File: src/logic/game_cfg.svh
`ifndef GAME_CFG_SVH
`define GAME_CFG_SVH

// Number of enemy instances in the arena
`define ENEMY_NUM 4

// Enemy hit box
`define ENEMY_W 26
`define ENEMY_H 26

// Sword box sides, short across the swing and long along it
`define SWORD_SHORT 16
`define SWORD_LONG 80

// Health lost by an enemy per hit
`define PLAYER_DAMAGE 10
`define ENEMY_FULL_HEALTH 100

// Player damage per enemy strike
`define ENEMY_DAMAGE 10

// Respawn delay in frames, doubled for odd enemy ids
`define RESPAWN_BASE 40

// Frame report queue
`define QUEUE_DEPTH 4

`endif

File: src/logic/game_pkg.sv
`default_nettype none
`include "game_cfg.svh"

package game_pkg;

    // Screen coordinates
    typedef struct packed {
        logic [8:0] x;
        logic [8:0] y;
    } pos_t;

    // Encoding matches the sprite direction field
    typedef enum logic [1:0] {
        FACE_DOWN  = 2'd0,
        FACE_LEFT  = 2'd1,
        FACE_UP    = 2'd2,
        FACE_RIGHT = 2'd3
    } facing_t;

    // Player swing
    typedef struct packed {
        pos_t    pos;
        facing_t facing;
        logic    active;
    } attack_t;

    // One bit per enemy, bit i for enemy i
    typedef logic [`ENEMY_NUM-1:0] enemy_mask_t;

    // Everything that happened on one frame tick
    typedef struct packed {
        enemy_mask_t hit;
        enemy_mask_t kill;
        enemy_mask_t strike;
    } frame_report_t;

endpackage

`default_nettype wire

File: src/logic/arena_top.sv
`timescale 1ns/100ps
`default_nettype none
`include "game_cfg.svh"

module arena_top (
    input  wire logic                                Clk,
    input  wire logic                                rst,
    input  wire logic                                frame_tick,
    input  wire game_pkg::attack_t                   attack,
    input  wire game_pkg::pos_t [`ENEMY_NUM-1:0]     enemy_pos,
    input  wire game_pkg::enemy_mask_t               enemy_attack_on,
    input  wire logic                                godmode,
    input  wire logic                                score_hold,
    output game_pkg::enemy_mask_t                    alive,
    output logic [15:0]                              score,
    output logic [15:0]                              hits,
    output logic [9:0]                               player_damage,
    output logic                                     overflow
);
    import game_pkg::*;

    enemy_mask_t   hit_mask;
    enemy_mask_t   kill_mask;
    enemy_mask_t   strike_mask;
    frame_report_t report;
    frame_report_t queue_head;
    logic          report_push;
    logic          queue_pop;
    logic          queue_not_empty;

    for (genvar i = 0; i < `ENEMY_NUM; i++) begin : g_enemy
        enemy_combat #(
            .ENEMY_ID (i)
        ) u_enemy (
            .Clk        (Clk),
            .rst        (rst),
            .frame_tick (frame_tick),
            .attack     (attack),
            .pos        (enemy_pos[i]),
            .attack_on  (enemy_attack_on[i]),
            .godmode    (godmode),
            .alive      (alive[i]),
            .hit        (hit_mask[i]),
            .kill       (kill_mask[i]),
            .strike     (strike_mask[i])
        );
    end

    // Pulses are already one cycle after the tick
    assign report = '{hit: hit_mask, kill: kill_mask, strike: strike_mask};
    assign report_push = (report != '0);

    report_queue u_queue (
        .Clk       (Clk),
        .rst       (rst),
        .push      (report_push),
        .push_data (report),
        .pop       (queue_pop),
        .pop_data  (queue_head),
        .not_empty (queue_not_empty),
        .overflow  (overflow)
    );

    score_keeper u_score (
        .Clk           (Clk),
        .rst           (rst),
        .hold          (score_hold),
        .report        (queue_head),
        .available     (queue_not_empty),
        .pop           (queue_pop),
        .score         (score),
        .hits          (hits),
        .player_damage (player_damage)
    );

endmodule

`default_nettype wire

File: src/logic/enemy_combat.sv
`timescale 1ns/100ps
`default_nettype none
`include "game_cfg.svh"

module enemy_combat #(
    parameter int ENEMY_ID = 0
) (
    input  wire logic              Clk,
    input  wire logic              rst,
    input  wire logic              frame_tick,
    input  wire game_pkg::attack_t attack,
    input  wire game_pkg::pos_t    pos,
    input  wire logic              attack_on,
    input  wire logic              godmode,
    output logic                   alive,
    output logic                   hit,
    output logic                   kill,
    output logic                   strike
);
    import game_pkg::*;

    // Odd enemies stay down twice as long
    localparam int RESPAWN_DELAY = `RESPAWN_BASE * (1 + (ENEMY_ID % 2));
    localparam int CNT_W         = $clog2(RESPAWN_DELAY + 1);
    localparam int HEALTH_W      = $clog2(`ENEMY_FULL_HEALTH + 1);

    // Box math in signed 12 bit so the up and left boxes can go negative
    localparam logic signed [11:0] SHORT_S = 12'(`SWORD_SHORT);
    localparam logic signed [11:0] LONG_S  = 12'(`SWORD_LONG);
    localparam logic signed [11:0] W_S     = 12'(`ENEMY_W);
    localparam logic signed [11:0] H_S     = 12'(`ENEMY_H);

    logic [HEALTH_W-1:0] health;
    logic [CNT_W-1:0]    respawn_cnt;

    logic signed [11:0]  ex;
    logic signed [11:0]  ey;
    logic signed [11:0]  ax;
    logic signed [11:0]  ay;
    logic signed [11:0]  box_x_lo;
    logic signed [11:0]  box_x_hi;
    logic signed [11:0]  box_y_lo;
    logic signed [11:0]  box_y_hi;

    logic overlap;
    logic hit_now;
    logic kill_now;
    logic strike_now;
    logic respawn_now;

    assign alive = (health != '0);

    assign ex = $signed({3'b000, pos.x});
    assign ey = $signed({3'b000, pos.y});
    assign ax = $signed({3'b000, attack.pos.x});
    assign ay = $signed({3'b000, attack.pos.y});

    // Sword box placement around the sword point
    always_comb begin
        box_x_lo = ax;
        box_x_hi = ax + SHORT_S;
        box_y_lo = ay;
        box_y_hi = ay + LONG_S;
        case (attack.facing)
            FACE_DOWN: begin
                box_x_hi = ax + SHORT_S;
                box_y_lo = ay;
                box_y_hi = ay + LONG_S;
            end
            FACE_UP: begin
                box_x_hi = ax + SHORT_S;
                box_y_lo = ay - LONG_S;
                box_y_hi = ay;
            end
            FACE_LEFT: begin
                box_x_lo = ax - LONG_S;
                box_x_hi = ax;
                box_y_hi = ay + SHORT_S;
            end
            FACE_RIGHT: begin
                box_x_hi = ax + LONG_S;
                box_y_hi = ay + SHORT_S;
            end
        endcase
    end

    // Inclusive bounds on both axes
    assign overlap = (ex + W_S >= box_x_lo) && (ex <= box_x_hi) &&
                     (ey + H_S >= box_y_lo) && (ey <= box_y_hi);

    assign hit_now     = frame_tick && alive && attack.active && overlap;
    assign kill_now    = hit_now && (health <= HEALTH_W'(`PLAYER_DAMAGE));
    assign strike_now  = frame_tick && alive && attack_on && !godmode;
    assign respawn_now = frame_tick && !alive &&
                         (respawn_cnt == CNT_W'(RESPAWN_DELAY));

    // Starts dead so every enemy goes through a first respawn
    always_ff @(posedge Clk) begin
        if (rst) begin
            health      <= '0;
            respawn_cnt <= '0;
        end else if (respawn_now) begin
            respawn_cnt <= '0;
            health      <= HEALTH_W'(`ENEMY_FULL_HEALTH);
        end else if (frame_tick && !alive) begin
            respawn_cnt <= respawn_cnt + 1'b1;
        end else if (hit_now) begin
            if (kill_now) begin
                health <= '0;
            end else begin
                health <= health - HEALTH_W'(`PLAYER_DAMAGE);
            end
        end
    end

    // One cycle pulses after the tick
    always_ff @(posedge Clk) begin
        if (rst) begin
            hit    <= 1'b0;
            kill   <= 1'b0;
            strike <= 1'b0;
        end else begin
            hit    <= hit_now;
            kill   <= kill_now;
            strike <= strike_now;
        end
    end

endmodule

`default_nettype wire

File: src/logic/report_queue.sv
`timescale 1ns/100ps
`default_nettype none
`include "game_cfg.svh"

module report_queue (
    input  wire logic                    Clk,
    input  wire logic                    rst,
    input  wire logic                    push,
    input  wire game_pkg::frame_report_t push_data,
    input  wire logic                    pop,
    output game_pkg::frame_report_t      pop_data,
    output logic                         not_empty,
    output logic                         overflow
);
    import game_pkg::*;

    localparam int DEPTH = `QUEUE_DEPTH;
    localparam int PTR_W = (DEPTH > 1) ? $clog2(DEPTH) : 1;
    localparam int CNT_W = $clog2(DEPTH + 1);

    frame_report_t    mem [DEPTH];
    logic [PTR_W-1:0] wr_ptr;
    logic [PTR_W-1:0] rd_ptr;
    logic [CNT_W-1:0] count;
    logic             full;
    logic             do_push;
    logic             do_pop;

    function automatic logic [PTR_W-1:0] ptr_next(input logic [PTR_W-1:0] ptr);
        if (ptr == PTR_W'(DEPTH - 1)) begin
            return '0;
        end
        return ptr + 1'b1;
    endfunction

    assign full      = (count == CNT_W'(DEPTH));
    assign not_empty = (count != '0);
    assign do_push   = push && !full;
    assign do_pop    = pop && not_empty;

    // Head of the queue is always visible
    assign pop_data = mem[rd_ptr];

    always_ff @(posedge Clk) begin
        if (do_push) begin
            mem[wr_ptr] <= push_data;
        end
    end

    always_ff @(posedge Clk) begin
        if (rst) begin
            wr_ptr   <= '0;
            rd_ptr   <= '0;
            count    <= '0;
            overflow <= 1'b0;
        end else begin
            if (do_push) begin
                wr_ptr <= ptr_next(wr_ptr);
            end
            if (do_pop) begin
                rd_ptr <= ptr_next(rd_ptr);
            end
            if (do_push && !do_pop) begin
                count <= count + 1'b1;
            end else if (do_pop && !do_push) begin
                count <= count - 1'b1;
            end
            // Dropped report, flag holds until reset
            if (push && full) begin
                overflow <= 1'b1;
            end
        end
    end

endmodule

`default_nettype wire

File: src/logic/score_keeper.sv
`timescale 1ns/100ps
`default_nettype none
`include "game_cfg.svh"

module score_keeper (
    input  wire logic                    Clk,
    input  wire logic                    rst,
    input  wire logic                    hold,
    input  wire game_pkg::frame_report_t report,
    input  wire logic                    available,
    output logic                         pop,
    output logic [15:0]                  score,
    output logic [15:0]                  hits,
    output logic [9:0]                   player_damage
);
    import game_pkg::*;

    localparam int CNT_W = $clog2(`ENEMY_NUM + 1);

    logic [CNT_W-1:0] kill_cnt;
    logic [CNT_W-1:0] hit_cnt;
    logic [CNT_W-1:0] strike_cnt;
    logic [10:0]      damage_sum;

    function automatic logic [CNT_W-1:0] count_ones(input enemy_mask_t mask);
        logic [CNT_W-1:0] total;
        int               i;
        total = '0;
        for (i = 0; i < `ENEMY_NUM; i++) begin
            total = total + CNT_W'(mask[i]);
        end
        return total;
    endfunction

    assign pop = available && !hold;

    assign kill_cnt   = count_ones(report.kill);
    assign hit_cnt    = count_ones(report.hit);
    assign strike_cnt = count_ones(report.strike);

    // Extra top bit catches the carry for saturation
    assign damage_sum = {1'b0, player_damage} + 11'(`ENEMY_DAMAGE * strike_cnt);

    always_ff @(posedge Clk) begin
        if (rst) begin
            score         <= '0;
            hits          <= '0;
            player_damage <= '0;
        end else if (pop) begin
            score <= score + 16'(kill_cnt);
            hits  <= hits + 16'(hit_cnt);
            if (damage_sum[10]) begin
                player_damage <= '1;
            end else begin
                player_damage <= damage_sum[9:0];
            end
        end
    end

endmodule

`default_nettype wire

File: config.mk
export PLATFORM = sky130hd
export DESIGN_NAME = arena_top
export DESIGN_NICKNAME = d
export VERILOG_FILES = /design/src/logic/game_pkg.sv /design/src/logic/arena_top.sv /design/src/logic/enemy_combat.sv /design/src/logic/report_queue.sv /design/src/logic/score_keeper.sv
export VERILOG_INCLUDE_DIRS = /design/src /design/src/logic
export SDC_FILE = /design/constraint.sdc
export NUM_CORES = 1
export LEC_CHECK = 0
export ABC_CLOCK_PERIOD_IN_PS = 11200
export BUFFER_PORTS_ARGS = -buffer_cell sky130_fd_sc_hd__buf_4
export CORE_UTILIZATION = 50
export DETAILED_ROUTE_END_ITERATION = 8
export PLACE_DENSITY = 0.78
export SYNTH_ARGS = -nofsm -noshare
export SYNTH_HDL_FRONTEND = slang
export SYNTH_SLANG_ARGS = --single-unit
File: constraint.sdc
create_clock -name Clk -period 11.2 [get_ports Clk]
set_input_delay 0.56 -clock Clk [delete_from_list [all_inputs] [get_ports Clk]]
set_output_delay 0.56 -clock Clk [all_outputs]
set_load 0.02 [all_outputs]
Yosys cells after proc, flatten, opt, wreduce, memory -nomap -nowiden. Memories as Yosys holds them, arrays and structs flattened. A register that Yosys moved wholly into a read port is not among the register bits. Index checks and enable logic that the tools add are counted.

$add $sub $neg: 38. Multipliers: 1. $lt $le $gt $ge: 20. Equality and inequality tests: 14. Multiplexer cells: 37. Bitwise gates (word level): 4. Reductions and logical operators: 85.

Operators with widths (count): $mux W7 (16); $add A9 B5 Y10 const B (10); $ge A12 B12 Y1 (8); $le A10 B12 Y1 (8); $pmux W12 S3 (2); $logic_and A1 B1 Y1 (50); $add A16 B3 Y16 (2); $le A7 B4 Y1 const B (4); $reduce_bool A7 Y1 (4); $sub A7 B4 Y7 const B (4); $mux W12 (2); $add A9 B7 Y10 const B (2); $sub A9 B7 Y10 const B (2); $add A3 B1 Y3 (6); $reduce_and A2 Y1 (8); $add A7 B1 Y7 const B (2); $eq A7 B7 Y1 const B (2); $add A6 B1 Y6 const B (2); $eq A6 B6 Y1 const B (2); $mux W2 (6); $reduce_bool A12 Y1 (1); $reduce_or A2 Y1 (6); $add A10 B7 Y11 (1); $mux W10 (1); 16 further kinds (48).

Flip-flop bits (word level): 116. RAM bits: 48. Input port bits: 102. Output and inout port bits: 47. Word-level logic and storage cells: 231. Memories kept: 1.

Memories: u_queue.mem (depth 4, width 12, read ports 1, clocked after memory_dff 1, write ports 1, line report_queue.sv:21) `frame_report_t mem [DEPTH];`.

Depth between registers and ports, before layout. Gate-level depths: netlist of run 1.

Word-level depth: 13. Gate-level depth with buffers: 16.

Modules after synthesis. From an unflattened synthesis of run 1, not the netlist that was laid out.

Cell total of the unflattened synthesis: 1558. Area, all modules: 13738.2 um^2.

Modules (own cells, without submodules): enemy_combat at g_enemy[1].u_enemy ... (instances 2, cells each 293, area each 2240.9 um^2, sequential area each 340.3 um^2); score_keeper (instances 1, cells each 279, area each 2418.6 um^2, sequential area each 840.8 um^2); enemy_combat at g_enemy[0].u_enemy (instances 1, cells each 290, area each 2316.0 um^2, sequential area each 320.3 um^2); enemy_combat at g_enemy[2].u_enemy (instances 1, cells each 287, area each 2253.4 um^2, sequential area each 320.3 um^2); report_queue (instances 1, cells each 112, area each 2244.7 um^2, sequential area each 1641.6 um^2); arena_top (instances 1, cells each 4, area each 23.8 um^2, sequential area each 0.0 um^2).

Worst setup path before layout of run 1. OpenSTA, ideal clock, no wires.

Path type: register to register. From: register with a tool-made name. To: register u_score.player_damage[1]. Arrival: 4104 ps. Required time: 11114 ps. Slack: 7011 ps. Stages on the path, launching flop included: 16. Path buffers: 1. Path through: dfxtp_1 -> buf_1 -> mux4_2 -> ha_1 -> inv_1 -> fa_1 -> inv_1 -> ha_1 -> ha_1 -> ha_1 -> inv_1 -> o21ba_2 -> o21ai_0 -> and4_1 -> nor2_1 -> a211oi_1.

RTL lines: to (signal assigned) (line score_keeper.sv:55) `player_damage <= damage_sum[9:0];`; to (decl) (line score_keeper.sv:14) `output logic [9:0] player_damage`.

==> results of run 1 <==
[metal layers]
layer	track usage (%)	wire length, um	up-vias
li1	-	-	5042
met1	28.4	12100	4632
met2	39.6	13000	288
met3	3.72	1520	52
met4	8.74	745	0
met5	0	0	-
[state kept, by name (all words and copies together), names as in the netlist, 3 cells and up, named ones only]
signal,count
u_score.hits,16
g_enemy.u_enemy.kill,4
u_queue.mem,48
u_score.score,16
u_score.player_damage,10
g_enemy.u_enemy.hit,4
g_enemy.u_enemy.health,28
g_enemy.u_enemy.respawn_cnt,26
g_enemy.u_enemy.strike,4
u_queue.count,3
[worst max path at each step]
stage | startpoint | endpoint | slack [ps] | cells after the start
2_1_floorplan | flip-flop | u_score.player_damage[1] | 7010 | 15
6_report | flip-flop | u_score.player_damage[2] | 6860 | 14
4_1_cts | flip-flop | u_score.player_damage[2] | 6790 | 14
3_5_place_dp | attack[2] | g_enemy[3].u_enemy.health[4] | 6660 | 13
5_1_grt | flip-flop | u_score.player_damage[2] | 6470 | 14
3_3_place_gp | attack[2] | g_enemy[3].u_enemy.health[4] | 6880 | 13
[Yosys cell counts, drive strengths merged (31+ instances only)]
master  count  area share (%)
nand4      31             1.6
o21ai      40             1.7
xnor2      63             4.6
ha        197              20
a21oi      77             3.2
nor2      145             4.5
nand2      77             2.4
dfxtp     118              20
edfxtp     48              12
inv        81             2.5
nand3      39             1.6
xor2       55             4.0
[metrics by stage]
stage / utilization (%) / hold WS, ps / total power [mW]
final: 59.5 / 374 / 1.76
after global routing: 59.5 / 363 / 1.87
after CTS: 59.5 / 367 / 1.77
after detailed placement: 57.2 / 442 / 1.24
after global placement: 57.2 / 440 / 1.21
after floorplan: - / 421 / 1.07
[cell usage in the layout (no fill, tap or decap), types with 19 or more instances in the layout]
cell / count
a21o_1: 20
a21oi_1: 77
buf_4: 150
dfxtp_1: 118
edfxtp_1: 48
ha_1: 197
inv_1: 80
nand2_1: 77
nand3_1: 39
nand4_1: 31
nor2_1: 145
nor2b_1: 19
nor3_1: 27
o21ai_0: 39
xnor2_1: 63
xor2_1: 55
[report_power, final]
| part | internal [mW] | switching, mW |
|---|---|---|
| registers | 0.644 | 0.0417 |
| logic | 0.247 | 0.297 |
| clock network | 0.290 | 0.239 |
| total | 1.18 | 0.579 |
[area by class of cell]
| cell class | instances | area [um^2] |
|---|---|---|
| fill | 1994 | 9570 |
| multi-input combinational | 1035 | 7870 |
| sequential | 166 | 3800 |
| timing repair buffer | 150 | 1130 |
| clock buffer | 18 | 439 |
| tap | 319 | 399 |
| inverter | 82 | 308 |
| clock inverter | 14 | 101 |
[worst register-to-register path, stage by stage (launching register included)]
cell and delay, ps:
dfxtp_1 830, mux4_2 600, ha_1 290, inv_1 50, fa_1 370, inv_1 80, ha_1 280, ha_1 310
ha_1 300, inv_1 60, o21ba_2 220, o21ai_0 250, and4_1 250, nor2_1 100, a211oi_1 260
[cells by family (layout without fill, tap and decap cells)]
group | Yosys count | after routing | synth area share (%)
mux | 21 | 21 | 2.98
xor+xnor | 118 | 118 | 8.54
compound gates | 238 | 238 | 12.7
simple gates | 454 | 454 | 19.2
flops | 166 | 166 | 31.4
fa+ha+maj | 204 | 204 | 21.5
buf+inv | 109 | 264 | 3.64
==> run_results.csv, run 1 <==
group,metric,value,unit
sta,fmax,0.230,GHz
sta,drv_slew,0,
grt,grt_max_degree,80,
clock_tree,postCtsResizedCells,0,
final_layout,area_growth,16.0,%
worst_setup_path,required,11530,ps
yosys,syn_inst,1310,
worst_setup_path,reg2reg_to,"u_score.player_damage[2]",
outcome,status,"complete, no violations",
sta,finalSetupTns,0,ps
floorplanning,rows,56,
place,portBuffers,148,
floorplanning,start_util,51.3,%
pwr,powerDensity,125,nW/um^2
floorplanning,core-area,23600,um^2
grt,antenna_found_initial,0,
yosys,synth_cell_types,74,
sta,fin_ws,6860,ps
grt,track_usage,22.8,%
place,gp_congestion,0.946,
worst_setup_path,worst_setup_path_end_kind,"flip-flop",
sta,setup-violations-final,0,
clock_tree,clockBufferDepth,2,
sta,post-route-min-period,4340,ps
route,vias,10000,
grt,grt_pass1_vias,9627,
worst_hold_path,hold_path.class,"in2reg",
sta,hold_viol_final,0,
clock_tree,clkTransAtPathRegs,70,ps
floorplanning,dieArea,24800,um^2
route,ant_nets,0,
yosys,yosys_most_used_dff,"dfxtp_1",
worst_hold_path,min_from,"enemy_attack_on[1]",
route,finalWirelength,27400,um
clock_tree,ctsHtreeMaxLevel,4,
run,maxCapViolations,0,
sta,worst_pin_slew,1110,ps
worst_setup_path,r2r_slack,6860,ps
yosys,synth.net_count,1616,
pwr,peakVddDrop,119,uV
clock_tree,cts_hold_buf,0,
yosys,synth_seq_cells,166,
place,dp_hpwl,21500,um
yosys,avgSynthCellArea,9.24,um^2
clock_tree,cts_buffers,17,
final_layout,design_area,14000,um^2
route,drt-wirelength-per-cell,15.4,um
clock_tree,clock-sinks,166,
final_layout,fin_cells,1784,
worst_setup_path,cp_common_cell,"ha_1",
final_layout,drive_gt1_share,14.4,%
floorplanning,die-width,158,um
clock_tree,cts_root_buf,"clkbuf_16",
sta,fin_worst_skew,7.07,ps
clock_tree,cts_tree,"built",
sta,finalCritPeriodShare,38.7,%
worst_setup_path,crit_chain,"mux4_2 -> ha_1 -> inv_1 -> fa_1 -> inv_1 -> ha_1 -> ha_1 -> ha_1 -> inv_1 -> o21ba_2 -> o21ai_0 -> and4_1 -> nor2_1 -> a211oi_1",
floorplanning,ios,149,
worst_hold_path,min_to,"g_enemy[1].u_enemy.strike",
place,dpl_worst_slack,6660,ps
worst_setup_path,crit_path_max_fanout,12,
floorplanning,die_y,158,um
grt,grt-ovfl-total,0,
worst_setup_path,path_class,"reg2reg",
worst_setup_path,cp.buffers_inverters,3,
worst_setup_path,critPathSlowestCell,"dfxtp_1",
clock_tree,clock_latency,420,ps
final_layout,antennaDiodeCount,0,
yosys,synthArstFlopShare,0,%
route,detailedRoute.firstIterationViolations,636,
worst_setup_path,rr_worst_depth,14,
yosys,ys_warn_count,0,
route,viasPerCell,5.61,
yosys,yosysSeqAreaShare,31.4,%
place,place_inst,1752,
worst_setup_path,start_kind,"flip-flop",
sta,slew-limit-headroom,25.4,%
final_layout,nets,1758,
clock_tree,post_cts.repair.setup_buffers,0,
pwr,power.leakage,5.94,nW
place,placed_cell_area,13500,um^2
route,drc,0,
worst_setup_path,arrival,4670,ps
route,firstDrtPassIters,5,
worst_setup_path,cp_slowest_stage_delay,830,ps
worst_hold_path,min_path_cells,2,
worst_setup_path,path_delay_family,"adder cells",
yosys,synth_edf_count,48,
yosys,syn_area,12100,um^2
sta,rsz0062_at_grt,"false",
grt,grt_pass1_wl,45100,um
Power figures use the tool's default switching activity.
==> inputs of run 2 (changes only) <==
--- a/config.mk
+++ b/config.mk
@@ -6,11 +6,11 @@
 export SDC_FILE = /design/constraint.sdc
 export NUM_CORES = 1
 export LEC_CHECK = 0
-export ABC_CLOCK_PERIOD_IN_PS = 11200
+export ABC_CLOCK_PERIOD_IN_PS = 3550
 export BUFFER_PORTS_ARGS = -buffer_cell sky130_fd_sc_hd__buf_4
 export CORE_UTILIZATION = 50
 export DETAILED_ROUTE_END_ITERATION = 8
-export PLACE_DENSITY = 0.78
+export PLACE_DENSITY = 0.81
 export SYNTH_ARGS = -nofsm -noshare
 export SYNTH_HDL_FRONTEND = slang
 export SYNTH_SLANG_ARGS = --single-unit
==> constraint.sdc (replaced) <==
create_clock -name Clk -period 3.55 [get_ports Clk]
set_input_delay 0.1775 -clock Clk [delete_from_list [all_inputs] [get_ports Clk]]
set_output_delay 0.1775 -clock Clk [all_outputs]
set_load 0.02 [all_outputs]
==> run 2 against run 1 <==
Effect of this change: sequential power grew to 3.2 times the previous value; wire length increased by 9.0%; power rose to 3.5 times the previous value; non-clock buffer count grew 55; setup slack got worse by 6800 ps; flip-flop and latch count is the same; maximum frequency up 24%; clock power grew to 3.5 times the previous value; global-route usage increased by 0.95 points; combinational power rose to 4.0 times the previous value; critical endpoint is now u_score.player_damage[5]; largest cell class unchanged; largest power group is now combinational logic; highest routed layer unchanged.
==> run_results.csv, run 2 (synthesized netlist as in run 1, its figures left out) <==
group,metric,value,unit
outcome,status,"complete, no violations",
place,place_inst,1795,
pwr,peakVddDrop,355,uV
worst_setup_path,start_kind,"flip-flop",
pwr,power.leakage,6.26,nW
place,dp_hpwl,22800,um
worst_hold_path,hold_path.class,"in2reg",
route,viasPerCell,5.75,
floorplanning,core-area,23600,um^2
place,placed_cell_area,13900,um^2
sta,fin_worst_skew,7.16,ps
sta,fmax,0.286,GHz
final_layout,top_register,"u_queue.mem",
place,portBuffers,148,
final_layout,antennaDiodeCount,0,
place,gp_congestion,0.910,
worst_setup_path,path_class,"reg2reg",
sta,setup-violations-final,0,
route,drt-wirelength-per-cell,16.3,um
sta,rsz0062_at_grt,"true",
floorplanning,die-width,158,um
final_layout,final_common_cell,"buf_4",
worst_setup_path,crit_chain,"mux4_2 -> ha_4 -> inv_2 -> fa_2 -> inv_2 -> ha_4 -> ha_4 -> ha_4 -> inv_2 -> o21ba_4 -> o21ai_4 -> and4_4 -> nor2_4 -> a211oi_2",
clock_tree,clock-sinks,166,
route,detailedRoute.firstIterationViolations,683,
grt,grt-ovfl-total,0,
final_layout,largest_reg_flops,48,
final_layout,mostFrequentLayoutCells,"buf_4, ha_1, nor2_1, dfxtp_1, nand2_1",
clock_tree,cts_root_buf,"clkbuf_16",
worst_setup_path,worst_setup_path_end_kind,"flip-flop",
clock_tree,cts_tree,"built",
worst_setup_path,arrival,3840,ps
floorplanning,rows,56,
sta,drv_slew,0,
floorplanning,ios,149,
worst_setup_path,critPathSlowestCell,"mux4_2",
final_layout,drive_gt1_share,20.7,%
worst_hold_path,min_from,"enemy_attack_on[0]",
route,ant_nets,0,
worst_hold_path,min_to,"g_enemy[0].u_enemy.strike",
floorplanning,dieArea,24800,um^2
run,maxCapViolations,0,
clock_tree,clkTransAtPathRegs,60,ps
sta,post-route-min-period,3490,ps
sta,finalCritPeriodShare,98.5,%
pwr,finalPower,6.20,mW
floorplanning,die_y,158,um
sta,fin_ws,55.0,ps
route,drc,0,
final_layout,nets,1813,
sta,finalSetupTns,0,ps
grt,grt_pass1_wl,46800,um
worst_setup_path,required,3900,ps
worst_setup_path,cp_common_cell,"ha_4",
route,firstDrtPassIters,5,
route,finalWirelength,29900,um
clock_tree,clockBufferDepth,2,
final_layout,fin_cells,1839,
final_layout,area_growth,22.6,%
worst_setup_path,reg2reg_to,"u_score.player_damage[5]",
place,dpl_worst_slack,-27.0,ps
final_layout,design_area,14800,um^2
sta,worst_pin_slew,835,ps
sta,hold_viol_final,0,
worst_setup_path,crit_path_max_fanout,6,
worst_setup_path,cp_slowest_stage_delay,540,ps
grt,antenna_found_initial,0,
worst_setup_path,rr_worst_depth,14,
pwr,powerDensity,418,nW/um^2
grt,grt_pass1_vias,10000,
floorplanning,start_util,51.3,%
worst_hold_path,min_path_cells,2,
grt,track_usage,23.8,%
final_layout,top_regs,"u_queue.mem (48), g_enemy.u_enemy.health (28), g_enemy.u_enemy.respawn_cnt (26)",
clock_tree,ctsHtreeMaxLevel,4,
clock_tree,cts_buffers,17,
worst_setup_path,r2r_slack,60,ps
clock_tree,clock_latency,420,ps
route,vias,10600,
sta,slew-limit-headroom,44.3,%
grt,grt_max_degree,80,
run 2: through the flow:
stage,utilization [%],hold WS [ps]
detailed placement,58.8,437
global placement,58.8,428
global route,62.8,14.7
floorplan,-,265
finish,62.8,12.6
CTS,61.9,3.36
run 2: cell type report:
class / count / area (um^2)
Clock buffer: 20 / 468
Tap cell: 319 / 399
Sequential cell: 166 / 3810
Multi-Input combinational cell: 1035 / 8150
Inverter: 82 / 310
Clock inverter: 12 / 141
Fill cell: 1877 / 8780
Timing Repair Buffer: 205 / 1560
run 2: where the power goes:
group          total, mW  internal [mW]  switching [mW]
registers           2.16           2.03           0.124
logic               2.17           1.03            1.14
clock network       1.88           1.11           0.771
total               6.20           4.17            2.04
run 2: worst max-delay path by stage:
stage	start	end	slack (ps)	cells past startpoint
final	flip-flop	u_score.player_damage[5]	60	14
after global routing	flip-flop	u_score.player_damage[5]	-60	14
after CTS	flip-flop	u_score.score[14]	20	14
after detailed placement	flip-flop	u_score.player_damage[3]	-30	14
after global placement	flip-flop	u_score.player_damage[6]	60	14
after floorplan	flip-flop	u_score.player_damage[1]	8	15
run 2: per-layer routing:
metal	track usage (%)	share of wire [%]
met2	42.7	50
met1	28.1	42
met5	0	0
met3	3.64	5.0
met4	10.2	3.0
run 2: timing repair:
item	CTS	global route
endpoints found under the setup margin	12	30
pin swaps	6	20
gates resized for setup	11	34
buffers inserted	3	7
hold buffers	2	0
hold endpoints to repair	2	0
run 2: critical path, delay by kind of cell, from the launching register on:
family                     cells  cell delay (ps)
adders and majority gates      5             1470
muxes                          1              540
AOI/OAI and AO/OA              3              540
DFF                            1              410
and+or+nand+nor                2              320
buffers and inverters          3              120
